`src/dwc_defines.svh`:
```
`ifndef DWC_DEFINES_SVH
`define DWC_DEFINES_SVH

// byte address inside the 64 byte window
`define DWC_ADDR_W      6

// transaction id
`define DWC_ID_W        4

// beat size code, bytes = 2**size
`define DWC_SIZE_W      3

// burst length, master beats minus one
`define DWC_LEN_W       4

// entries per port queue
`define DWC_FIFO_DEPTH  4

`endif
```
`src/dwc_pkg.sv`:
```
`include "dwc_defines.svh"

package dwc_pkg;

  // read command as issued by a master port
  typedef struct packed {
    logic [`DWC_ID_W-1:0]   id;        // carried through to every beat
    logic [`DWC_ADDR_W-1:0] addr;      // start byte, may be unaligned
    logic [`DWC_SIZE_W-1:0] mst_size;  // wide side beat size
    logic [`DWC_SIZE_W-1:0] slv_size;  // narrow side beat size
    logic [`DWC_LEN_W-1:0]  len;       // master beats minus one
  } rd_cmd_t;

  ////////////////////////////////////////
  // fields decoded once at hold load
  ////////////////////////////////////////

  // slave size already clamped to master size
  typedef struct packed {
    logic [`DWC_ADDR_W:0]   slv_step;    // one-hot slave beat bytes
    logic [`DWC_ADDR_W-1:0] mst_mask;    // low bits inside a master beat
    logic [`DWC_ADDR_W-1:0] first_addr;  // start aligned to slave size
    logic [`DWC_ADDR_W-1:0] mst_base;    // start aligned to master size
    logic [`DWC_ADDR_W-1:0] mst_end;     // last byte of window 0
  } hold_dec_t;

endpackage

```
`src/dwc_hold_if.sv`:
```
`timescale 1ns/1ps

// link between the holding register and the beat splitter
interface dwc_hold_if import dwc_pkg::*;
  ();

  logic      hold_valid;  // register holds a command
  rd_cmd_t   cmd;         // raw command fields
  hold_dec_t dec;         // precomputed address fields
  logic      get_next;    // splitter done with held command

  // holding register side
  modport hold (
    output hold_valid,
    output cmd,
    output dec,
    input  get_next
  );

  // splitter side
  modport split (
    input  hold_valid,
    input  cmd,
    input  dec,
    output get_next
  );

endinterface

```
`src/dwc_rd_top.sv`:
```
`timescale 1ns/1ps
`include "dwc_defines.svh"

module dwc_rd_top import dwc_pkg::*; (
  input  logic                   ACLK,
  input  logic                   sysReset,
  // master port 0
  input  logic                   m0_cmd_valid,
  input  logic [`DWC_ID_W-1:0]   m0_cmd_id,
  input  logic [`DWC_ADDR_W-1:0] m0_cmd_addr,
  input  logic [`DWC_SIZE_W-1:0] m0_cmd_mst_size,
  input  logic [`DWC_SIZE_W-1:0] m0_cmd_slv_size,
  input  logic [`DWC_LEN_W-1:0]  m0_cmd_len,
  // master port 1
  input  logic                   m1_cmd_valid,
  input  logic [`DWC_ID_W-1:0]   m1_cmd_id,
  input  logic [`DWC_ADDR_W-1:0] m1_cmd_addr,
  input  logic [`DWC_SIZE_W-1:0] m1_cmd_mst_size,
  input  logic [`DWC_SIZE_W-1:0] m1_cmd_slv_size,
  input  logic [`DWC_LEN_W-1:0]  m1_cmd_len,
  // narrow beat stream
  output logic                   beat_valid,
  output logic [`DWC_ID_W-1:0]   beat_id,
  output logic [`DWC_ADDR_W-1:0] beat_addr,
  output logic                   beat_last
);

  rd_cmd_t m0_cmd;
  rd_cmd_t m1_cmd;
  rd_cmd_t head0;
  rd_cmd_t head1;
  rd_cmd_t arb_cmd;
  logic    empty0;
  logic    empty1;
  logic    full0;    // watched by bound checks
  logic    full1;
  logic    pop0;
  logic    pop1;
  logic    arb_valid;
  logic    take;

  dwc_hold_if hold_link ();

  // pack port fields into the command struct
  assign m0_cmd = '{id: m0_cmd_id, addr: m0_cmd_addr, mst_size: m0_cmd_mst_size,
                    slv_size: m0_cmd_slv_size, len: m0_cmd_len};
  assign m1_cmd = '{id: m1_cmd_id, addr: m1_cmd_addr, mst_size: m1_cmd_mst_size,
                    slv_size: m1_cmd_slv_size, len: m1_cmd_len};

  ////////////////////////////////////////
  // queues, arbiter, hold, splitter
  ////////////////////////////////////////

  cmd_fifo #(.DEPTH(`DWC_FIFO_DEPTH)) fifo0 (
    .ACLK(ACLK), .sysReset(sysReset),
    .push(m0_cmd_valid), .din(m0_cmd),
    .pop(pop0), .dout(head0), .empty(empty0), .full(full0)
  );

  cmd_fifo #(.DEPTH(`DWC_FIFO_DEPTH)) fifo1 (
    .ACLK(ACLK), .sysReset(sysReset),
    .push(m1_cmd_valid), .din(m1_cmd),
    .pop(pop1), .dout(head1), .empty(empty1), .full(full1)
  );

  cmd_arbiter arb (
    .ACLK(ACLK), .sysReset(sysReset),
    .head0(head0), .empty0(empty0), .head1(head1), .empty1(empty1),
    .take(take), .pop0(pop0), .pop1(pop1),
    .cmd_valid(arb_valid), .cmd(arb_cmd)
  );

  dwc_hold_reg hold_reg (
    .ACLK(ACLK), .sysReset(sysReset),
    .cmd_valid(arb_valid), .cmd(arb_cmd), .take(take),
    .hold(hold_link.hold)
  );

  beat_splitter splitter (
    .ACLK(ACLK), .sysReset(sysReset),
    .hold(hold_link.split),
    .beat_valid(beat_valid), .beat_id(beat_id),
    .beat_addr(beat_addr), .beat_last(beat_last)
  );

endmodule

```
`src/beat_splitter.sv`:
```
`timescale 1ns/1ps
`include "dwc_defines.svh"

module beat_splitter (
  input  logic                   ACLK,
  input  logic                   sysReset,
  dwc_hold_if.split              hold,
  output logic                   beat_valid,
  output logic [`DWC_ID_W-1:0]   beat_id,
  output logic [`DWC_ADDR_W-1:0] beat_addr,
  output logic                   beat_last
);

  logic                   started;   // past first beat of held cmd
  logic [`DWC_ADDR_W-1:0] cur_addr;
  logic [`DWC_ADDR_W-1:0] win_end;   // top byte of current master window
  logic [`DWC_LEN_W-1:0]  beat_cnt;  // master beat index
  logic [`DWC_ADDR_W-1:0] addr_now;
  logic [`DWC_ADDR_W-1:0] end_now;
  logic [`DWC_LEN_W-1:0]  cnt_now;
  logic [`DWC_ADDR_W-1:0] slv_mask;
  logic [`DWC_ADDR_W-1:0] next_win;  // start of the following window
  logic                   last_in_win;

  ////////////////////////////////////////
  // current beat, straight from hold on the first one
  ////////////////////////////////////////

  assign addr_now    = started ? cur_addr : hold.dec.first_addr;
  assign end_now     = started ? win_end  : hold.dec.mst_end;
  assign cnt_now     = started ? beat_cnt : '0;
  assign slv_mask    = hold.dec.slv_step[`DWC_ADDR_W-1:0] - 1'b1;
  assign next_win    = end_now + 1'b1;  // wraps in 6 bits
  assign last_in_win = ((addr_now | slv_mask) == end_now);

  assign beat_valid     = hold.hold_valid;
  assign beat_id        = hold.cmd.id;
  assign beat_addr      = addr_now;
  assign beat_last      = hold.hold_valid && last_in_win && (cnt_now == hold.cmd.len);
  assign hold.get_next  = beat_last;  // release hold with the final beat

  always_ff @(posedge ACLK or negedge sysReset) begin
    if (!sysReset) begin
      started  <= 1'b0;
      cur_addr <= '0;
      win_end  <= '0;
      beat_cnt <= '0;
    end else if (beat_last) begin
      started <= 1'b0;  // next cmd starts from dec
    end else if (hold.hold_valid) begin
      started <= 1'b1;
      if (last_in_win) begin
        cur_addr <= next_win;                      // jump to next window
        win_end  <= next_win + hold.dec.mst_mask;
        beat_cnt <= cnt_now + 1'b1;
      end else begin
        cur_addr <= addr_now + hold.dec.slv_step[`DWC_ADDR_W-1:0];
        win_end  <= end_now;
        beat_cnt <= cnt_now;
      end
    end
  end

endmodule

```
`src/dwc_hold_reg.sv`:
```
`timescale 1ns/1ps
`include "dwc_defines.svh"

module dwc_hold_reg import dwc_pkg::*; (
  input  logic      ACLK,
  input  logic      sysReset,
  input  logic      cmd_valid,  // arbiter offers a command
  input  rd_cmd_t   cmd,
  output logic      take,       // load strobe back to arbiter
  dwc_hold_if.hold  hold
);

  logic [`DWC_SIZE_W-1:0] eff_slv;   // slave size clamped to master
  logic [`DWC_ADDR_W:0]   mst_span;  // master beat bytes, one-hot
  logic [`DWC_ADDR_W-1:0] slv_mask;  // low bits inside a slave beat
  hold_dec_t              dec_d;

  ////////////////////////////////////////
  // load control
  ////////////////////////////////////////

  // empty, or the splitter releases this cycle
  assign take = cmd_valid && (!hold.hold_valid || hold.get_next);

  always_ff @(posedge ACLK or negedge sysReset) begin
    if (!sysReset) begin
      hold.hold_valid <= 1'b0;
    end else if (take) begin
      hold.hold_valid <= 1'b1;   // back to back load
    end else if (hold.get_next) begin
      hold.hold_valid <= 1'b0;   // drained, nothing queued
    end
  end

  ////////////////////////////////////////
  // decode ahead of the splitter
  ////////////////////////////////////////

  always_comb begin
    if (cmd.slv_size > cmd.mst_size) begin
      eff_slv = cmd.mst_size;  // no upsizing here
    end else begin
      eff_slv = cmd.slv_size;
    end
    mst_span       = (`DWC_ADDR_W+1)'(1) << cmd.mst_size;
    dec_d.slv_step = (`DWC_ADDR_W+1)'(1) << eff_slv;
    // size 6 wraps to zero, minus one gives all ones
    dec_d.mst_mask = mst_span[`DWC_ADDR_W-1:0] - 1'b1;
    slv_mask       = dec_d.slv_step[`DWC_ADDR_W-1:0] - 1'b1;

    dec_d.first_addr = cmd.addr & ~slv_mask;
    dec_d.mst_base   = cmd.addr & ~dec_d.mst_mask;
    dec_d.mst_end    = dec_d.mst_base | dec_d.mst_mask;  // top byte of window 0
  end

  // payload, qualified by hold_valid
  always_ff @(posedge ACLK) begin
    if (take) begin
      hold.cmd <= cmd;
      hold.dec <= dec_d;
    end
  end

endmodule

```
`src/cmd_arbiter.sv`:
```
`timescale 1ns/1ps

module cmd_arbiter import dwc_pkg::*; (
  input  logic    ACLK,
  input  logic    sysReset,
  input  rd_cmd_t head0,      // port 0 queue head
  input  logic    empty0,
  input  rd_cmd_t head1,      // port 1 queue head
  input  logic    empty1,
  input  logic    take,       // holding register loads cmd this edge
  output logic    pop0,
  output logic    pop1,
  output logic    cmd_valid,
  output rd_cmd_t cmd
);

  logic grant_ptr;  // favoured port when both queues wait
  logic sel;        // 0 -> port 0, 1 -> port 1

  ////////////////////////////////////////
  // port choice
  ////////////////////////////////////////

  always_comb begin
    if (!empty0 && !empty1) begin
      sel = grant_ptr;  // contention, pointer decides
    end else begin
      sel = empty0;     // lone non-empty port, or don't care
    end
  end

  assign cmd_valid = !(empty0 && empty1);
  assign cmd       = sel ? head1 : head0;

  // pop the winner in the same cycle as take
  assign pop0 = take && !sel;
  assign pop1 = take && sel;

  // flip away from the port just served
  always_ff @(posedge ACLK or negedge sysReset) begin
    if (!sysReset) begin
      grant_ptr <= 1'b0;  // port 0 first
    end else if (take) begin
      grant_ptr <= !sel;
    end
  end

endmodule

```
`src/cmd_fifo.sv`:
```
`timescale 1ns/1ps
`include "dwc_defines.svh"

module cmd_fifo import dwc_pkg::*; #(
  parameter int DEPTH = `DWC_FIFO_DEPTH
) (
  input  logic    ACLK,
  input  logic    sysReset,
  input  logic    push,   // one-cycle write strobe
  input  rd_cmd_t din,
  input  logic    pop,    // one-cycle read strobe
  output rd_cmd_t dout,   // head, shown without a pop
  output logic    empty,
  output logic    full
);

  localparam int PTR_W = (DEPTH > 1) ? $clog2(DEPTH) : 1;
  localparam int CNT_W = $clog2(DEPTH + 1);

  rd_cmd_t          mem [DEPTH];
  logic [PTR_W-1:0] rd_ptr;
  logic [PTR_W-1:0] wr_ptr;
  logic [CNT_W-1:0] count;  // occupancy
  logic             do_push;
  logic             do_pop;

  // wrap at DEPTH, not only at powers of two
  function automatic logic [PTR_W-1:0] ptr_inc(input logic [PTR_W-1:0] p);
    return (p == PTR_W'(DEPTH - 1)) ? '0 : p + 1'b1;
  endfunction

  assign empty   = (count == '0);
  assign full    = (count == CNT_W'(DEPTH));
  assign do_push = push && (!full || pop);  // pop frees the slot this cycle
  assign do_pop  = pop && !empty;
  assign dout    = mem[rd_ptr];

  always_ff @(posedge ACLK or negedge sysReset) begin
    if (!sysReset) begin
      rd_ptr <= '0;
      wr_ptr <= '0;
      count  <= '0;
    end else begin
      if (do_push) wr_ptr <= ptr_inc(wr_ptr);
      if (do_pop)  rd_ptr <= ptr_inc(rd_ptr);
      case ({do_push, do_pop})
        2'b10:   count <= count + 1'b1;
        2'b01:   count <= count - 1'b1;
        default: count <= count;  // both or neither
      endcase
    end
  end

  // storage, payload only
  always_ff @(posedge ACLK) begin
    if (do_push) mem[wr_ptr] <= din;
  end

endmodule

```
`config.mk`:
```
export PLATFORM = sky130hd
export DESIGN_NAME = dwc_rd_top
export DESIGN_NICKNAME = d
export VERILOG_FILES = /design/src/dwc_pkg.sv /design/src/dwc_hold_if.sv /design/src/dwc_rd_top.sv /design/src/beat_splitter.sv /design/src/dwc_hold_reg.sv /design/src/cmd_arbiter.sv /design/src/cmd_fifo.sv
export VERILOG_INCLUDE_DIRS = /design/src
export SDC_FILE = /design/constraint.sdc
export NUM_CORES = 1
export LEC_CHECK = 0
export BUFFER_PORTS_ARGS = -buffer_cell sky130_fd_sc_hd__buf_4
export CORE_UTILIZATION = 60
export CTS_CLUSTER_DIAMETER = 60
export DETAILED_ROUTE_END_ITERATION = 10
export PLACE_DENSITY_LB_ADDON = 0.15
export SYNTH_ARGS = -nofsm -noshare
export SYNTH_HDL_FRONTEND = slang
export SYNTH_SLANG_ARGS = --single-unit
```
`constraint.sdc`:
```
create_clock -name ACLK -period 12.3 [get_ports ACLK]
set_clock_uncertainty 0.2 [all_clocks]
set_input_delay 1.23 -clock ACLK [delete_from_list [all_inputs] [get_ports ACLK]]
set_output_delay 1.23 -clock ACLK [all_outputs]
set_load 0.01 [all_outputs]
```
==> impl_metrics.tcl <==
set metrics [dict create \
    drv_slew 0 \
    critPathMaxFanout 22 \
    vdd_drop_max_mv 0.1446 \
    routed_wl_um 18810 \
    holdBufCountCts 0 \
    syn-instance-count 624 \
    synthArstFlopShare_pct 14.67 \
    final_common_cell "edfxtp_1" \
    cts_setup_buffers 0 \
    cp-start-kind "flop" \
    place_area_sq_um 10680 \
    pwr_density_cell_nw_per_um2 235.9 \
    yosys_register_bits 225 \
    power_leakage_nw 4.199 \
    clk_latency_ns 0.52 \
    end_kind "primary output" \
    worst_pin_slew_ns 1.138 \
    path_clk_slew_ns 0.06 \
    syn2layout_area_growth_pct 13.54 \
    stdcell_count 920 \
    syn-cell-area_sq_um 10070 \
    fmax_mhz 202.8 \
    grt_usage_pct 22.81 \
    final_hold_viol_count 0 \
    ios 56 \
    hp-class "flop to flop" \
    hpwl_um 12660 \
    portBuffers 55 \
    wl_per_cell_um 20.45 \
    fin_nets 766 \
    cap_violations 0 \
    antenna_found_initial 0 \
    crit_arrival_ns 3.50 \
    dr.pass1.iters 4 \
    syn_area_per_cell_sq_um 16.14 \
    root_buffer "clkbuf_16" \
    cts_buffers 23 \
    synth_area_leaders "edfxtp_1 (57%), mux4_2 (8.9%), dfrtp_1 (8.2%)" \
    num_rows 46 \
    grt_max_degree 34 \
    yosysTopAreaCell "edfxtp_1" \
    cts_buffer_depth 3 \
    drive_gt1_share_pct 22.59 \
    syn-num-nets 703 \
    grt_setup_unrepaired "no" \
    chipWidth_um 131.6 \
    antenna_cells 0 \
    multi_input_area_sq_um 3244 \
    p_total_mw 2.697 \
    cts-htree-levels 1 \
    period_share_pct 40.09 \
    synth-edff-count 192 \
    yosys_warnings 0 \
    post_synth_num_cell_types 57 \
    clock-sinks 225 \
    via_per_inst 5.898 \
    cts_tree "yes" \
    period_needed_ns 4.932 \
    grt_pass1_wl_um 30500 \
    ys_seq_area_share_pct 65.46 \
    grt-ovfl-total 0 \
    status "completed" \
    gp_congestion 0.8536 \
    coreArea_sq_um 16120 \
    grt_pass1_vias 5723 \
    post_cts_resized 0 \
    start_util_pct 62.48 \
    slew_headroom_pct 24.15 \
    placed_cells 878 \
    crit_type "flop to primary output" \
    layout_common_cells "edfxtp_1 (192), buf_4 (60), mux4_2 (40)" \
    dr.first_iter.drc_count 300 \
    vias 5426 \
    regArea_sq_um 6591 \
    synth_top_area_share_pct 57.26 \
    setup_viol_count_final 0 \
    tns_ns 0 \
    finalInstanceArea_sq_um 11430 \
    dieArea_sq_um 17310 \
    postRouteAntennaNets 0 \
    required_ns 10.87 \
    dominantRegCellSynth "edfxtp_1" \
    drc 0 \
    dieHeight_um 131.6 \
    n_fill_cell 1050 \
]
==> logic make-up after synthesis <==
family | synth area share, %
and+or+nand+nor | 5.865
DFF | 65.46
buffers and inverters | 2.435
adders and majority gates | 4.647
xor gates and xnor gates | 2.522
muxes | 13.98
AOI/OAI and AO/OA | 5.095
==> critical path, stage by stage (launching register included) <==
cell      delay [ns]
dfrtp_1         0.93
mux2i_1         0.58
and3_1          0.25
o2111a_1        0.19
and4_1          0.46
nand3_1         0.19
nor2_1          0.21
buf_4           0.16
==> where the power goes <==
| part | internal (mW) | switching [mW] |
|---|---|---|
| logic | 0.392 | 0.517 |
| clock network | 0.408 | 0.283 |
| registers | 1.03 | 0.0679 |
| total | 1.83 | 0.868 |
==> sequential cells by signal, indices dropped and copies added (netlist names), 3 cells and up <==
name,cells
fifo0.count,3
fifo0.mem,80
fifo1.count,3
fifo1.mem,80
hold_reg.hold.cmd,8
hold_reg.hold.dec,24
splitter.beat_cnt,4
splitter.cur_addr,6
splitter.win_end,6
==> cell type report <==
class / instances / area share, %
Clock buffer: 27 / 5.165
Clock inverter: 15 / 1.423
Inverter: 33 / 1.083
Multi-Input combinational cell: 344 / 28.38
Sequential cell: 225 / 57.65
Tap cell: 216 / 2.364
Timing Repair Buffer: 60 / 3.940
==> synth_stat cells, types with 7 or more instances <==
cell	number
a21oi_1	22
xnor2_1	16
nand2_1	27
inv_1	31
ha_1	31
mux2i_1	18
mux4_2	40
o21ai_1	10
xor2_1	13
and2_1	12
edfxtp_1	192
buf_2	7
o21ai_0	9
nor2_1	31
mux2_1	9
dfrtp_1	33
nand3_1	8
mux2_2	20
==> worst paths after layout <==
path / startpoint / to / slack (ns) / cells past startpoint
min reg2reg: fifo0.count[2]$_DFFE_PN0P_ / fifo0.count[2]$_DFFE_PN0P_ / 0.30 / 1
min in group asynchronous: sysReset / fifo1.rd_ptr[1]$_DFFE_PN0P_ / 0.48 / 1
max reg2reg: fifo0.count[0]$_DFFE_PN0P_ / hold_reg.hold.dec[14]$_DFFE_PP_ / 7.68 / 14
max in group asynchronous: sysReset / splitter.cur_addr[1]$_DFFE_PN0P_ / 11.09 / 1
min: fifo0.count[2]$_DFFE_PN0P_ / fifo0.count[2]$_DFFE_PN0P_ / 0.30 / 1
max: splitter.started$_DFFE_PN0P_ / beat_last / 7.37 / 7
==> metrics by stage <==
step                      setup slack [ns]  hold WS, ns  utilization (%)
after floorplan                      7.885       0.2500                -
after global placement               7.866       0.2697            66.27
after detailed placement             7.731       0.2879            66.27
after CTS                            7.374       0.2962            70.95
after global routing                 7.143       0.3114            70.95
final                                7.368       0.2959            70.95
==> metal layers <==
layer | global-route usage, % | vias up | share of wire, %
met5 | 0 | - | 0
met4 | 7.494 | 0 | 2.4
met3 | 4.012 | 34 | 3.8
met2 | 37.80 | 114 | 51
met1 | 30.80 | 2753 | 43
li1 | - | 2525 | -
No activity file was read; power rests on OpenSTA's default activity.
